`src/include/line_code_config.svh`:
```
`ifndef LINE_CODE_CONFIG_SVH
`define LINE_CODE_CONFIG_SVH

// word address width of the wishbone slave, three registers fit in two bits
`define LC_ADDR_W 2

// register word offsets
`define LC_REG_TX     2'd0
`define LC_REG_RX     2'd1
`define LC_REG_STATUS 2'd2

// upper bound in clocks on any wait for ack or for received data
`define LC_TIMEOUT 200

`endif

```
`src/design/line_code_types_pkg.sv`:
```
package line_code_types_pkg;

	// the two sub-blocks of one symbol, first transmitted bit on the left
	// six holds a,b,c,d,e,i and four holds f,g,h,j
	typedef struct packed {
		logic [5:0] six;
		logic [3:0] four;
	} code_blocks_t;

	// one 10-bit line symbol
	// the encoder builds it as a whole word, the decoder mostly looks at
	// the two sub-blocks separately, and the run check spans the boundary
	typedef union packed {
		logic [9:0]   word;
		code_blocks_t blk;
	} code_word_t;

	// idle character K28.5, K flag in bit 8 and byte 8'hBC below it
	// the encoder sends it whenever nothing is pending, the decoder
	// suppresses it from the receive strobe
	localparam logic [8:0] LC_IDLE_COMMA = {1'b1, 8'hBC};

endpackage

```
`src/design/line_code_bus_pkg.sv`:
```
package line_code_bus_pkg;

	// character layout on the 32-bit data bus, used by TX writes and RX reads
	// the byte sits in the low bits, the K flag right above it
	localparam int CHAR_BYTE_LSB = 0;
	localparam int CHAR_BYTE_W   = 8;
	localparam int CHAR_K_BIT    = 8;

	// bit positions in the status word
	// tx busy follows the pending flag of the transmit register
	localparam int STAT_TX_BUSY  = 0;
	// rx valid drops once the RX register has been read
	localparam int STAT_RX_VALID = 1;
	// the last three are sticky and cleared by writing a one to them
	localparam int STAT_OVERRUN  = 2;
	localparam int STAT_CODE_ERR = 3;
	localparam int STAT_DISP_ERR = 4;

endpackage

```
`src/design/enc_8b10b.sv`:
```
`timescale 1ns/1ps

module enc_8b10b import line_code_types_pkg::*; (
	input  logic       clk,
	input  logic       rst,
	input  logic       ena,
	input  logic       pend,
	input  logic [7:0] char_in,
	input  logic       k_in,
	output code_word_t dataout,
	output logic       take
);

	// character actually encoded this clock, {k, byte}
	logic [8:0] sel;
	// running disparity, 1 means positive
	logic       disp;
	logic       ai, bi, ci, di, ei, fi, gi, hi, ki;
	logic       aeqb, ceqd, l22, l40, l04, l13, l31;
	logic       a6, b6, c6, d6, e6, i6;
	logic       f4, g4, h4, j4;
	logic       pd1s6, nd1s6, ndos6, pdos6;
	logic       pd1s4, nd1s4, ndos4, pdos4;
	logic       alt7, compls6, compls4, disp6, disp_out;

	// with nothing pending the idle comma goes out instead
	assign sel = pend ? {k_in, char_in} : LC_IDLE_COMMA;
	assign ki  = sel[8];
	assign ai  = sel[0];
	assign bi  = sel[1];
	assign ci  = sel[2];
	assign di  = sel[3];
	assign ei  = sel[4];
	assign fi  = sel[5];
	assign gi  = sel[6];
	assign hi  = sel[7];

	// the pending character is consumed whenever the encoder runs
	assign take = ena & pend;

	// classify ABCD by how many ones it holds (l31 = three ones, one zero)
	assign aeqb = ai ~^ bi;
	assign ceqd = ci ~^ di;
	assign l22  = (ai & bi & !ci & !di) | (ci & di & !ai & !bi) | (!aeqb & !ceqd);
	assign l40  = ai & bi & ci & di;
	assign l04  = !ai & !bi & !ci & !di;
	assign l13  = (!aeqb & !ci & !di) | (!ceqd & !ai & !bi);
	assign l31  = (!aeqb & ci & di) | (!ceqd & ai & bi);

	// 5b/6b code before any complementing
	assign a6 = ai;
	assign b6 = (bi & !l40) | l04;
	assign c6 = l04 | ci | (ei & di & !ci & !bi & !ai);
	assign d6 = di & !(ai & bi & ci);
	assign e6 = (ei | l13) & !(ei & di & !ci & !bi & !ai);
	// i also covers D16..D18 and the K28 group
	assign i6 = (l22 & !ei) | (ei & !di & !ci & !(ai & bi)) | (ei & l40) |
		(ki & ei & di & ci & !bi & !ai) | (ei & !di & ci & !bi & !ai);

	// pd1s6 codes were built assuming positive disparity before them,
	// nd1s6 codes assuming negative; complement when the assumption is wrong
	assign pd1s6 = (ei & di & !ci & !bi & !ai) | (!ei & !l22 & !l31);
	assign nd1s6 = ki | (ei & !l22 & !l13) | (!ei & !di & ci & bi & ai);
	// every pd1s6 case flips the disparity, so do all nd1s6 cases but one
	assign ndos6 = pd1s6;
	assign pdos6 = ki | (ei & !l22 & !l13);

	assign compls6 = (pd1s6 & !disp) | (nd1s6 & disp);
	assign disp6   = disp ^ (ndos6 | pdos6);

	// x.7 would give a run of five after some 6b codes, those use the
	// alternate 0111/1000 form, and every Kx.7 does as well
	assign alt7 = fi & gi & hi & (ki | (disp ? (!ei & di & l31) : (ei & !di & l13)));

	// 3b/4b code before complementing
	assign f4 = fi & !alt7;
	assign g4 = gi | (!fi & !gi & !hi);
	assign h4 = hi;
	assign j4 = (!hi & (gi ^ fi)) | alt7;

	assign nd1s4 = fi & gi;
	// K codes complement x.1, x.2, x.5 and x.6 too, so commas keep their shape
	assign pd1s4 = (!fi & !gi) | (ki & (fi ^ gi));
	assign ndos4 = !fi & !gi;
	assign pdos4 = fi & gi & hi;

	assign compls4  = (pd1s4 & !disp6) | (nd1s4 & disp6);
	assign disp_out = disp6 ^ (ndos4 | pdos4);

	// symbol register, starts out at negative disparity with an all-zero word
	always_ff @(posedge clk or negedge rst) begin
		if (!rst) begin
			disp    <= 1'b0;
			dataout <= '0;
		end else if (ena) begin
			disp         <= disp_out;
			dataout.word <= {a6 ^ compls6, b6 ^ compls6, c6 ^ compls6,
				d6 ^ compls6, e6 ^ compls6, i6 ^ compls6,
				f4 ^ compls4, g4 ^ compls4, h4 ^ compls4, j4 ^ compls4};
		end
	end

endmodule

```
`src/design/dec_8b10b.sv`:
```
`timescale 1ns/1ps

module dec_8b10b import line_code_types_pkg::*; (
	input  logic       clk,
	input  logic       rst,
	input  code_word_t symbol,
	output logic [7:0] char_out,
	output logic       k_out,
	output logic       strobe,
	output logic       code_err,
	output logic       disp_err
);

	logic [5:0] six;
	logic [3:0] four;
	// fghj with the K28 positive form folded back onto the normal table
	logic [3:0] four_n;
	logic [4:0] d5;
	logic [2:0] d3;
	logic [2:0] six_ones;
	logic [2:0] four_ones;
	logic       six_ok, four_ok;
	logic       k28, k28_inv, a7, kx7;
	logic       run5, bad_a7, weight_bad, pair_bad;
	logic       six_pos, six_neg, four_pos, four_neg;
	// running disparity, 1 means positive
	logic       rd;
	logic       rd6, rd_next;
	logic       derr6, derr4;
	logic       err_code, err_disp;
	logic       k_dec;
	logic [7:0] char_dec;

	assign six  = symbol.blk.six;
	assign four = symbol.blk.four;

	assign k28     = (six == 6'b001111) | (six == 6'b110000);
	assign k28_inv = six == 6'b110000;
	assign four_n  = k28_inv ? ~four : four;

	// 6b lookup, both disparity forms of a character on the same line
	always_comb begin
		d5     = 5'd0;
		six_ok = 1'b1;
		case (six)
			6'b100111, 6'b011000: d5 = 5'd0;
			6'b011101, 6'b100010: d5 = 5'd1;
			6'b101101, 6'b010010: d5 = 5'd2;
			6'b110001:            d5 = 5'd3;
			6'b110101, 6'b001010: d5 = 5'd4;
			6'b101001:            d5 = 5'd5;
			6'b011001:            d5 = 5'd6;
			6'b111000, 6'b000111: d5 = 5'd7;
			6'b111001, 6'b000110: d5 = 5'd8;
			6'b100101:            d5 = 5'd9;
			6'b010101:            d5 = 5'd10;
			6'b110100:            d5 = 5'd11;
			6'b001101:            d5 = 5'd12;
			6'b101100:            d5 = 5'd13;
			6'b011100:            d5 = 5'd14;
			6'b010111, 6'b101000: d5 = 5'd15;
			6'b011011, 6'b100100: d5 = 5'd16;
			6'b100011:            d5 = 5'd17;
			6'b010011:            d5 = 5'd18;
			6'b110010:            d5 = 5'd19;
			6'b001011:            d5 = 5'd20;
			6'b101010:            d5 = 5'd21;
			6'b011010:            d5 = 5'd22;
			6'b111010, 6'b000101: d5 = 5'd23;
			6'b110011, 6'b001100: d5 = 5'd24;
			6'b100110:            d5 = 5'd25;
			6'b010110:            d5 = 5'd26;
			6'b110110, 6'b001001: d5 = 5'd27;
			6'b001110:            d5 = 5'd28;
			6'b101110, 6'b010001: d5 = 5'd29;
			6'b011110, 6'b100001: d5 = 5'd30;
			6'b101011, 6'b010100: d5 = 5'd31;
			6'b001111, 6'b110000: d5 = 5'd28;
			default:              six_ok = 1'b0;
		endcase
	end

	// 4b lookup, x.7 accepts both the primary and the alternate form
	always_comb begin
		d3      = 3'd0;
		four_ok = 1'b1;
		case (four_n)
			4'b1011, 4'b0100:                   d3 = 3'd0;
			4'b1001:                            d3 = 3'd1;
			4'b0101:                            d3 = 3'd2;
			4'b1100, 4'b0011:                   d3 = 3'd3;
			4'b1101, 4'b0010:                   d3 = 3'd4;
			4'b1010:                            d3 = 3'd5;
			4'b0110:                            d3 = 3'd6;
			4'b1110, 4'b0001, 4'b0111, 4'b1000: d3 = 3'd7;
			default:                            four_ok = 1'b0;
		endcase
	end

	// Kx.7 outside K28 is an alternate x.7 behind 23, 27, 29 or 30
	assign a7  = (four == 4'b0111) | (four == 4'b1000);
	assign kx7 = a7 & !k28 & (d5 inside {5'd23, 5'd27, 5'd29, 5'd30});

	// a legal 6b block holds 2, 3 or 4 ones, a 4b block 1, 2 or 3
	assign six_ones   = 3'($countones(six));
	assign four_ones  = 3'($countones(four));
	assign weight_bad = (six_ones < 3'd2) | (six_ones > 3'd4) |
		(four_ones < 3'd1) | (four_ones > 3'd3);

	// e,i,f,g,h all equal is a run of five across the sub-block boundary
	assign run5   = (&symbol.word[5:1]) | !(|symbol.word[5:1]);
	// the alternate x.7 only follows the 6b codes that need it
	assign bad_a7 = a7 & !k28 &
		!(d5 inside {5'd11, 5'd13, 5'd14, 5'd17, 5'd18, 5'd20, 5'd23, 5'd27, 5'd29, 5'd30});

	assign six_pos  = six_ones == 3'd4;
	assign six_neg  = six_ones == 3'd2;
	assign four_pos = four_ones == 3'd3;
	assign four_neg = four_ones == 3'd1;
	// two unbalanced sub-blocks of the same sign never occur
	assign pair_bad = (six_pos & four_pos) | (six_neg & four_neg);

	assign err_code = !six_ok | !four_ok | weight_bad | run5 | bad_a7 | pair_bad;

	// D7 and x.3 are balanced but still tied to one disparity
	assign derr6 = (six_pos & rd) | (six_neg & !rd) |
		((six == 6'b111000) & rd) | ((six == 6'b000111) & !rd);
	assign rd6   = six_pos ? 1'b1 : (six_neg ? 1'b0 : rd);
	assign derr4 = (four_pos & rd6) | (four_neg & !rd6) |
		((four == 4'b1100) & rd6) | ((four == 4'b0011) & !rd6);
	// an unbalanced block sets the disparity outright, which resyncs after errors
	assign rd_next  = four_pos ? 1'b1 : (four_neg ? 1'b0 : rd6);
	assign err_disp = derr6 | derr4;

	assign k_dec    = k28 | kx7;
	assign char_dec = {d3, d5};

	always_ff @(posedge clk or negedge rst) begin
		if (!rst) begin
			rd       <= 1'b0;
			strobe   <= 1'b0;
			code_err <= 1'b0;
			disp_err <= 1'b0;
		end else begin
			rd       <= rd_next;
			// idle and broken symbols never reach the holding register
			strobe   <= !err_code & ({k_dec, char_dec} != LC_IDLE_COMMA);
			code_err <= err_code;
			disp_err <= err_disp;
		end
	end

	always_ff @(posedge clk) begin
		char_out <= char_dec;
		k_out    <= k_dec;
	end

endmodule

```
`src/design/wb_link_regs.sv`:
```
`timescale 1ns/1ps
`include "line_code_config.svh"

module wb_link_regs import line_code_bus_pkg::*; (
	input  logic                  clk,
	input  logic                  rst,
	input  logic [`LC_ADDR_W-1:0] adr,
	input  logic [31:0]           dat_w,
	input  logic                  we,
	input  logic                  cyc,
	input  logic                  stb,
	output logic [31:0]           dat_r,
	output logic                  ack,
	output logic [7:0]            tx_char,
	output logic                  tx_k,
	output logic                  tx_pend,
	input  logic                  take,
	input  logic [7:0]            rx_char,
	input  logic                  rx_k,
	input  logic                  rx_strobe,
	input  logic                  code_err,
	input  logic                  disp_err
);

	// set after an ack until the master drops stb
	logic        done;
	logic        acc;
	logic        hold_tx;
	logic        fire;
	logic        wr_tx, wr_stat, rd_rx;
	logic [31:0] rd_mux;
	logic [31:0] status;
	logic        rx_valid;
	logic        overrun, code_err_st, disp_err_st;
	logic [7:0]  hold_char;
	logic        hold_k;

	// a new access waits until the previous one has fully ended
	assign acc = cyc & stb & !ack & !done;
	// a TX write stalls while the encoder has not yet taken the last character
	assign hold_tx = we & (adr == `LC_REG_TX) & tx_pend;
	assign fire    = acc & !hold_tx;

	assign wr_tx   = fire & we & (adr == `LC_REG_TX);
	assign wr_stat = fire & we & (adr == `LC_REG_STATUS);
	assign rd_rx   = fire & !we & (adr == `LC_REG_RX);

	always_comb begin
		status                = '0;
		status[STAT_TX_BUSY]  = tx_pend;
		status[STAT_RX_VALID] = rx_valid;
		status[STAT_OVERRUN]  = overrun;
		status[STAT_CODE_ERR] = code_err_st;
		status[STAT_DISP_ERR] = disp_err_st;
	end

	// TX is write-only and reads back as zero, so does the unused offset
	always_comb begin
		rd_mux = '0;
		case (adr)
			`LC_REG_RX: begin
				rd_mux[CHAR_BYTE_LSB +: CHAR_BYTE_W] = hold_char;
				rd_mux[CHAR_K_BIT]                   = hold_k;
			end
			`LC_REG_STATUS: rd_mux = status;
			default:        rd_mux = '0;
		endcase
	end

	// bus handshake and pending flag
	always_ff @(posedge clk or negedge rst) begin
		if (!rst) begin
			ack     <= 1'b0;
			done    <= 1'b0;
			tx_pend <= 1'b0;
		end else begin
			ack <= fire;
			if (ack) begin
				done <= 1'b1;
			end else if (!(cyc & stb)) begin
				done <= 1'b0;
			end
			// a write cannot land while pending, so the two never collide
			if (wr_tx) begin
				tx_pend <= 1'b1;
			end else if (take) begin
				tx_pend <= 1'b0;
			end
		end
	end

	// receive side flags, sticky bits let a new error win over a clear
	always_ff @(posedge clk or negedge rst) begin
		if (!rst) begin
			rx_valid    <= 1'b0;
			overrun     <= 1'b0;
			code_err_st <= 1'b0;
			disp_err_st <= 1'b0;
		end else begin
			if (rx_strobe) begin
				rx_valid <= 1'b1;
			end else if (rd_rx) begin
				rx_valid <= 1'b0;
			end
			if (rx_strobe & rx_valid & !rd_rx) begin
				overrun <= 1'b1;
			end else if (wr_stat & dat_w[STAT_OVERRUN]) begin
				overrun <= 1'b0;
			end
			if (code_err) begin
				code_err_st <= 1'b1;
			end else if (wr_stat & dat_w[STAT_CODE_ERR]) begin
				code_err_st <= 1'b0;
			end
			if (disp_err) begin
				disp_err_st <= 1'b1;
			end else if (wr_stat & dat_w[STAT_DISP_ERR]) begin
				disp_err_st <= 1'b0;
			end
		end
	end

	// data registers, the newest received character always overwrites
	always_ff @(posedge clk) begin
		if (wr_tx) begin
			tx_char <= dat_w[CHAR_BYTE_LSB +: CHAR_BYTE_W];
			tx_k    <= dat_w[CHAR_K_BIT];
		end
		if (rx_strobe) begin
			hold_char <= rx_char;
			hold_k    <= rx_k;
		end
		if (fire & !we) begin
			dat_r <= rd_mux;
		end
	end

endmodule

```
`src/design/line_code_top.sv`:
```
`timescale 1ns/1ps
`include "line_code_config.svh"

module line_code_top import line_code_types_pkg::*; (
	input  logic                  clk,
	input  logic                  rst,
	input  logic [`LC_ADDR_W-1:0] adr,
	input  logic [31:0]           dat_w,
	output logic [31:0]           dat_r,
	input  logic                  we,
	input  logic                  cyc,
	input  logic                  stb,
	output logic                  ack,
	output code_word_t            tx_symbol,
	input  code_word_t            rx_symbol
);

	// transmit register to encoder
	logic [7:0] tx_char;
	logic       tx_k;
	logic       tx_pend;
	logic       tx_take;
	// decoder to receive holding register and status
	logic [7:0] rx_char;
	logic       rx_k;
	logic       rx_strobe;
	logic       code_err;
	logic       disp_err;

	wb_link_regs u_regs (
		.clk       (clk),
		.rst       (rst),
		.adr       (adr),
		.dat_w     (dat_w),
		.we        (we),
		.cyc       (cyc),
		.stb       (stb),
		.dat_r     (dat_r),
		.ack       (ack),
		.tx_char   (tx_char),
		.tx_k      (tx_k),
		.tx_pend   (tx_pend),
		.take      (tx_take),
		.rx_char   (rx_char),
		.rx_k      (rx_k),
		.rx_strobe (rx_strobe),
		.code_err  (code_err),
		.disp_err  (disp_err)
	);

	// the line runs continuously, so the encoder is always enabled
	enc_8b10b u_enc (
		.clk     (clk),
		.rst     (rst),
		.ena     (1'b1),
		.pend    (tx_pend),
		.char_in (tx_char),
		.k_in    (tx_k),
		.dataout (tx_symbol),
		.take    (tx_take)
	);

	dec_8b10b u_dec (
		.clk      (clk),
		.rst      (rst),
		.symbol   (rx_symbol),
		.char_out (rx_char),
		.k_out    (rx_k),
		.strobe   (rx_strobe),
		.code_err (code_err),
		.disp_err (disp_err)
	);

endmodule

```
`config.mk`:
```
export PLATFORM = sky130hd
export DESIGN_NAME = line_code_top
export DESIGN_NICKNAME = d
export VERILOG_FILES = /design/src/design/line_code_types_pkg.sv /design/src/design/line_code_bus_pkg.sv /design/src/design/enc_8b10b.sv /design/src/design/dec_8b10b.sv /design/src/design/wb_link_regs.sv /design/src/design/line_code_top.sv
export VERILOG_INCLUDE_DIRS = /design/src /design/src/include
export SDC_FILE = /design/constraint.sdc
export NUM_CORES = 1
export LEC_CHECK = 0
export ABC_AREA = 1
export BUFFER_PORTS_ARGS = -buffer_cell sky130_fd_sc_hd__clkbuf_2
export CORE_UTILIZATION = 27
export CTS_BUF_LIST = sky130_fd_sc_hd__clkbuf_8
export DETAILED_ROUTE_END_ITERATION = 6
export HOLD_SLACK_MARGIN = 0.02
export PLACE_DENSITY = 0.52
export SLEW_MARGIN = 10
export SYNTH_ARGS = -nofsm -noshare
export SYNTH_HDL_FRONTEND = slang
export SYNTH_HIERARCHICAL = 1
export SYNTH_SLANG_ARGS = --single-unit
```
`constraint.sdc`:
```
create_clock -name clk -period 2.29 [get_ports clk]
set_input_delay 0.458 -clock clk [delete_from_list [all_inputs] [get_ports clk]]
set_output_delay 0.458 -clock clk [all_outputs]
set_load 0.02 [all_outputs]
```
# ---- Word level (Yosys, flattened, before mapping)
# Cells that the tools add are included.
dict set report op_classes {
  n_addsub 8
  magnitude_cmp 4
  n_eq_ne 84
  n_mux 23
  bitwise 152
  n_reduce_logical 61
}
# op count
set ops {}
lappend ops {{$pmux 5 s31} 1}
lappend ops {{$eq 6x6->1 const B} 24}
lappend ops {{$and 1x1->1} 93}
lappend ops {{$eq 6x5->1 const B} 14}
lappend ops {{$reduce_or 48->1} 1}
lappend ops {{$or 1x1->1} 43}
lappend ops {{$eq 6x4->1 const B} 7}
lappend ops {{$eq 4x4->1 const B} 9}
lappend ops {{$eq 5x5->1 const B} 7}
lappend ops {{$logic_not 1->1} 33}
lappend ops {{$reduce_or 2->1} 15}
lappend ops {{$pmux 3 s7} 1}
lappend ops {{$eq 4x3->1 const B} 5}
lappend ops {{$eq 6x3->1 const B} 3}
lappend ops {{$mux 1} 18}
lappend ops {{$pmux 9 s2} 1}
lappend ops {{$eq 5x4->1 const B} 3}
lappend ops {{$reduce_or 14->1} 1}
lappend ops {{$xor 1x1->1} 13}
lappend ops {{$eq 4x2->1 const B} 3}
lappend ops {{$add 1x1->2} 5}
lappend ops {{$reduce_bool 10->1} 1}
lappend ops {{$add 3x3->3} 3}
lappend ops {{$mux 9} 1}
lappend ops {{22 further kinds} 27}
dict set report word_totals {
  ff_bits 58
  input_bits 49
  output_inout_bits 43
}

# ---- Logic depth before layout (Yosys ltp)
dict set report depth {
  word_depth 16
  ltp_mapped 18
}

# ---- Cells and area by module
# Netlist, hierarchy kept.
# mod instances cells_per_inst area_each_um2
set by_module_without_submodules {}
lappend by_module_without_submodules {dec_8b10b 1 385 2083.2}
lappend by_module_without_submodules {wb_link_regs 1 123 1467.7}
lappend by_module_without_submodules {enc_8b10b 1 158 1024.7}
lappend by_module_without_submodules {line_code_top 1 1 3.8}

# ---- Worst setup path after synthesis
# No wires, ideal clock.
dict set report synth_path {
  path_kind {input-to-reg}
  start {in rx_symbol[4] (netlist bit)}
  end {reg u_dec.strobe}
  arrival_ns 3.030
  required_ns 2.217
  path_slack_ns -0.813
  path_stages 15
  n_path_buf 0
  path_cell_list {fa_1 inv_1 fa_1 inv_1 ha_1 fa_1 nor2_1 nand2_1 o21ai_0 o21ai_0 nor4_1 nand2_1 nor2_1 nand2_1 a21oi_2}
}
dict set report synth_via {
  elab_chain_cells 13
}
# element line_no
set synth_lines {}
lappend synth_lines {{start, declared} line_code_top.sv:15} ;# input code_word_t rx_symbol
lappend synth_lines {{$add 1x1->2 (not written as such) / $eq 6x6->1 (equally long branches)} -}
lappend synth_lines {{$add 3x3->3 (not written as such) / $mux 4 (equally long branches)} {dec_8b10b.sv:105, dec_8b10b.sv:39}}
lappend synth_lines {{$add 3x3->3 (not written as such) (tied with other cells)} dec_8b10b.sv:105} ;# assign six_ones = 3'($countones(six));
lappend synth_lines {{$lt 3x2->1 (tied with other cells)} dec_8b10b.sv:107} ;# assign weight_bad = (six_ones < 3'd2) | (six_ones > 3'd4) |
lappend synth_lines {{$or 1x1->1 / $mux 1 (equally long branches)} {dec_8b10b.sv:107, dec_8b10b.sv:87}}
lappend synth_lines {{$or 1x1->1 / $logic_not 1->1 (equally long branches)} {dec_8b10b.sv:107, dec_8b10b.sv:123}}
lappend synth_lines {{$or 1x1->1, on equally long branches} {dec_8b10b.sv:108, dec_8b10b.sv:123}}
lappend synth_lines {{$or 1x1->1 (3 in series)} dec_8b10b.sv:123} ;# assign err_code = !six_ok | !four_ok | weight_bad | run5 | bad_a7 | pair_bad;
lappend synth_lines {{$or 1x1->1 *} dec_8b10b.sv:123}
lappend synth_lines {{net u_dec.err_code} dec_8b10b.sv:30} ;# logic err_code, err_disp;
lappend synth_lines {{$logic_not 1->1 *} dec_8b10b.sv:147} ;# strobe <= !err_code & ({k_dec, char_dec} != LC_IDLE_COMMA);
lappend synth_lines {{$and 1x1->1 *} dec_8b10b.sv:147}
lappend synth_lines {{end signal, assigned} dec_8b10b.sv:147}
lappend synth_lines {{end, declared} dec_8b10b.sv:9} ;# output logic strobe,
# Mark *: on every way through the listed nets, which the timed path passes. The rest lies on a longest branch.
# A chain may end at the register's enable or synchronous reset.

# ---- Worst setup path in the final report
# Ends and elaborated chain as after synthesis.

==> summary.md <==
| Metric | Value |
|---|---|
| Status | finished, violations left |
| Failing checks | setup timing |
| CP Launch Type | primary input |
| Clk slew on worst S/H paths | 0.07 ns |
| Routability cong. | 0.895 |
| Initial antenna violation count | 0 |
| Initial DRC Count | between 200 and 300 |
| Row cnt | 47 |
| Sequential element share of the synthesized area | 0.337 |
| H-tree Lvls | 3 |
| PwrDens | 689 nW/um^2 |
| Root buffer cell | clkbuf_8 |
| Hold Crit Class | primary input to asynchronous set/reset pin |
| Most frequent cells in the layout | nand2_1, nor2_1, buf_4, nand3_1, inv_1 |
| # IOs | 92 |
| Setup Skew | 0.00906 ns |
| CORE AREA | 16600 sq um |
| WS Path Type | primary input to flop |
| PortBufs | 45 |
| Final setup fails | 4 |
| Fill cells | 1811 |
| Final Instance Area | approximately 6000 sq um |
| Leak | around 3.1 nW |
| WL/cell | 11.6 um |
| Drt pass-1 iters | 5 |
| CTS tree | built |
| F_max | 0.348 GHz |
| Total global-route track usage | 0.143 |
| Die height | 132 um |
| Routed Antenna Nets | 0 |
| Post-synth top area cell | edfxtp_1 |
| Full die area | roughly 17000 sq um |
| Mapped Area | 4580 sq um |
| Post-layout util | 0.362 |
| Footprint of the multi-input gates | 2680 sq um |
| Setup slack, reg-to-reg | 0.20 ns |
| Area Growth Syn to Fin | 30.9% |
| Residual overflow from global routing | 0 |
| Die W | 132 um |
| Storage cell area | 1540 sq um |
| WP data arrival | 3.15 ns |
| DRC | 0 |
| Slew @ Worst Pin | approximately 0.58 ns |
| RSZ-0062 raised after global routing | yes |
| Req. time, crit path | ~2.6 ns |
| Largest net degree at the start of global routing | 23 |
| Worst ir drop on vdd | roughly 0.00044 V |
| Vias in the first global route | 4341 |
| Via Count | 4519 |
| Hold Vio Cnt, Final | 0 |
| Worst setup EP type | flop |
| Flops & latches, synth | 58 |
| Vias per cell | ~4.4 |
| DP HPWL | approximately 10000 um |
| Share of the synthesized area in the top cell type | 0.177 |
| Post-synthesis cell type count | 44 |
| Reg2reg path depth | 14 |
| Inserted Clock Buffers | 9 |
| FF-to-FF Start | u_regs/tx_char[3]$_DFFE_PP_ |
| CTS Sinks | 58 |
| Clock Tree Buf Depth | 2 |
| Pins Over Slew Limit | 0 |
| Synth area leaders | edfxtp_1, nand2_1, dfrtp_1 |
| R2r endpoint | u_enc/dataout[2]$_DFFE_PN0P_ |
| NumNets Final | 878 |
| Worst skew pair latency | ~0.34 ns |
| Layout cell share with drive strength beyond 1 | 0.258 |
| Initial Utilization | 0.276 |
| Crit path max fanout | 2 |
| Min Tclk post-route | 2.88 ns |
| Cells after Synth | about 670 |
| Most common cell after layout, fill and taps aside | nand2_1 |
| Dpl cell area | between 5000 and 6000 sq um |
| Crit share post-route | 1.26 |
| ANT cells | 0 |
| Global-route wire length before repair | 20500 um |
| Synthesis Warnings | 6 |
| Final worst slack | -0.587 ns |
| Max_cap viols | 0 |
| DRT Wirelength | 12100 um |
| Slew headroom | 0.615 |
| Syn Area/Cell | 6.87 sq um |
## where the power goes
group          switching (W)  leakage (nW)  total [W]  internal (W)
clock network       0.000402         0.107   0.000925      0.000523
registers           0.000136         0.570    0.00144       0.00131
logic                0.00107          2.42    0.00176      0.000689
## sequential cells by signal, indices dropped and copies added, names as in the netlist, 8 cells and up
| register | cells |
|---|---|
| u_dec/char_out | 8 |
| u_enc/dataout | 10 |
| u_regs/tx_char | 8 |
| u_regs/hold_char | 8 |
| u_regs/dat_r | 9 |
## synth_stat cells, drive strengths merged
master,n
nand4,8
o21ai,25
xor2,9
or2,1
dfrtp,22
o2111ai,2
nand2,159
nor4,3
nand3b,2
nor3,7
clkbuf,5
o22ai,3
buf,30
nor2,136
o211ai,2
ha,15
a21boi,1
inv,82
fa,4
edfxtp,27
a22oi,1
a21o,1
dfxtp,9
conb,2
xnor2,3
o31ai,1
nand3,93
a21oi,14
## critical path: stages
cell and delay [ns]:
buf_6 0.10, fa_1 0.52, inv_1 0.05, fa_1 0.47, inv_1 0.04, ha_2 0.16
fa_1 0.46, inv_2 0.10, nor3_4 0.04, inv_2 0.06, o21ai_2 0.06, nor4_2 0.28
nand2_1 0.09, nor2_1 0.08, nand2_1 0.08, a21oi_2 0.10
## worst max path at each step
| stage | start | endpoint | slack [ns] | cells past startpoint |
|---|---|---|---|---|
| global route | rx_symbol[4] | u_dec/strobe$_DFF_PN0_ | -0.75 | 16 |
| CTS | rx_symbol[4] | u_dec/strobe$_DFF_PN0_ | -0.60 | 16 |
| detailed placement | rx_symbol[4] | u_dec/strobe$_DFF_PN0_ | -1.09 | 16 |
| floorplan | rx_symbol[4] | u_dec/strobe$_DFF_PN0_ | -0.75 | 15 |
| global placement | rx_symbol[4] | u_dec/strobe$_DFF_PN0_ | -1.03 | 16 |
| finish | rx_symbol[4] | u_dec/strobe$_DFF_PN0_ | -0.59 | 16 |
## layer usage
metal | routed length, um | global-route usage
met5 | 0 | 0
met4 | 104 | 0.0370
met3 | 437 | 0.0192
met2 | 5760 | 0.248
met1 | 5750 | 0.188
## through the flow
step	cells	hold slack, ns	power [W]	TNS, ns	setup slack (ns)
after floorplan	689	0.162	0.00265	-2.56	-0.747
after global placement	1016	0.387	0.00315	-4.82	-1.03
after detailed placement	1016	0.393	0.00317	-4.81	-1.09
after CTS	1032	0.110	0.00411	-2.10	-0.604
after global routing	1035	0.140	0.00446	-2.59	-0.753
final	1035	0.0978	0.00413	-2.04	-0.587
## what timing repair did
action                                  CTS  global route
gates resized for setup                   3            24
hold buffers                              0             0
endpoints found under the setup margin    4            10
pin swaps                                 4             3
setup buffers                             0             3
## cells by family (layout without fill, tap and decap cells)
| kind of cell | after synthesis | after routing | share of synthesized area |
|---|---|---|---|
| simple gates | 409 | 409 | 0.390 |
| buf+inv | 117 | 243 | 0.118 |
| flops | 58 | 58 | 0.337 |
| compound gates | 50 | 50 | 0.0667 |
| fa+ha+maj | 19 | 19 | 0.0585 |
| xor+xnor | 12 | 12 | 0.0287 |
| other cells | 2 | 24 | 0.00164 |
## cell type report
class                           count  share of cell area
Multi-Input combinational cell    514               0.446
Sequential cell                    58               0.257
Timing Repair Buffer              145               0.167
Inverter                           82              0.0513
Tap cell                          220              0.0459
Clock buffer                       10              0.0230
Clock inverter                      6             0.00960
Power figures use the tool's default switching activity.
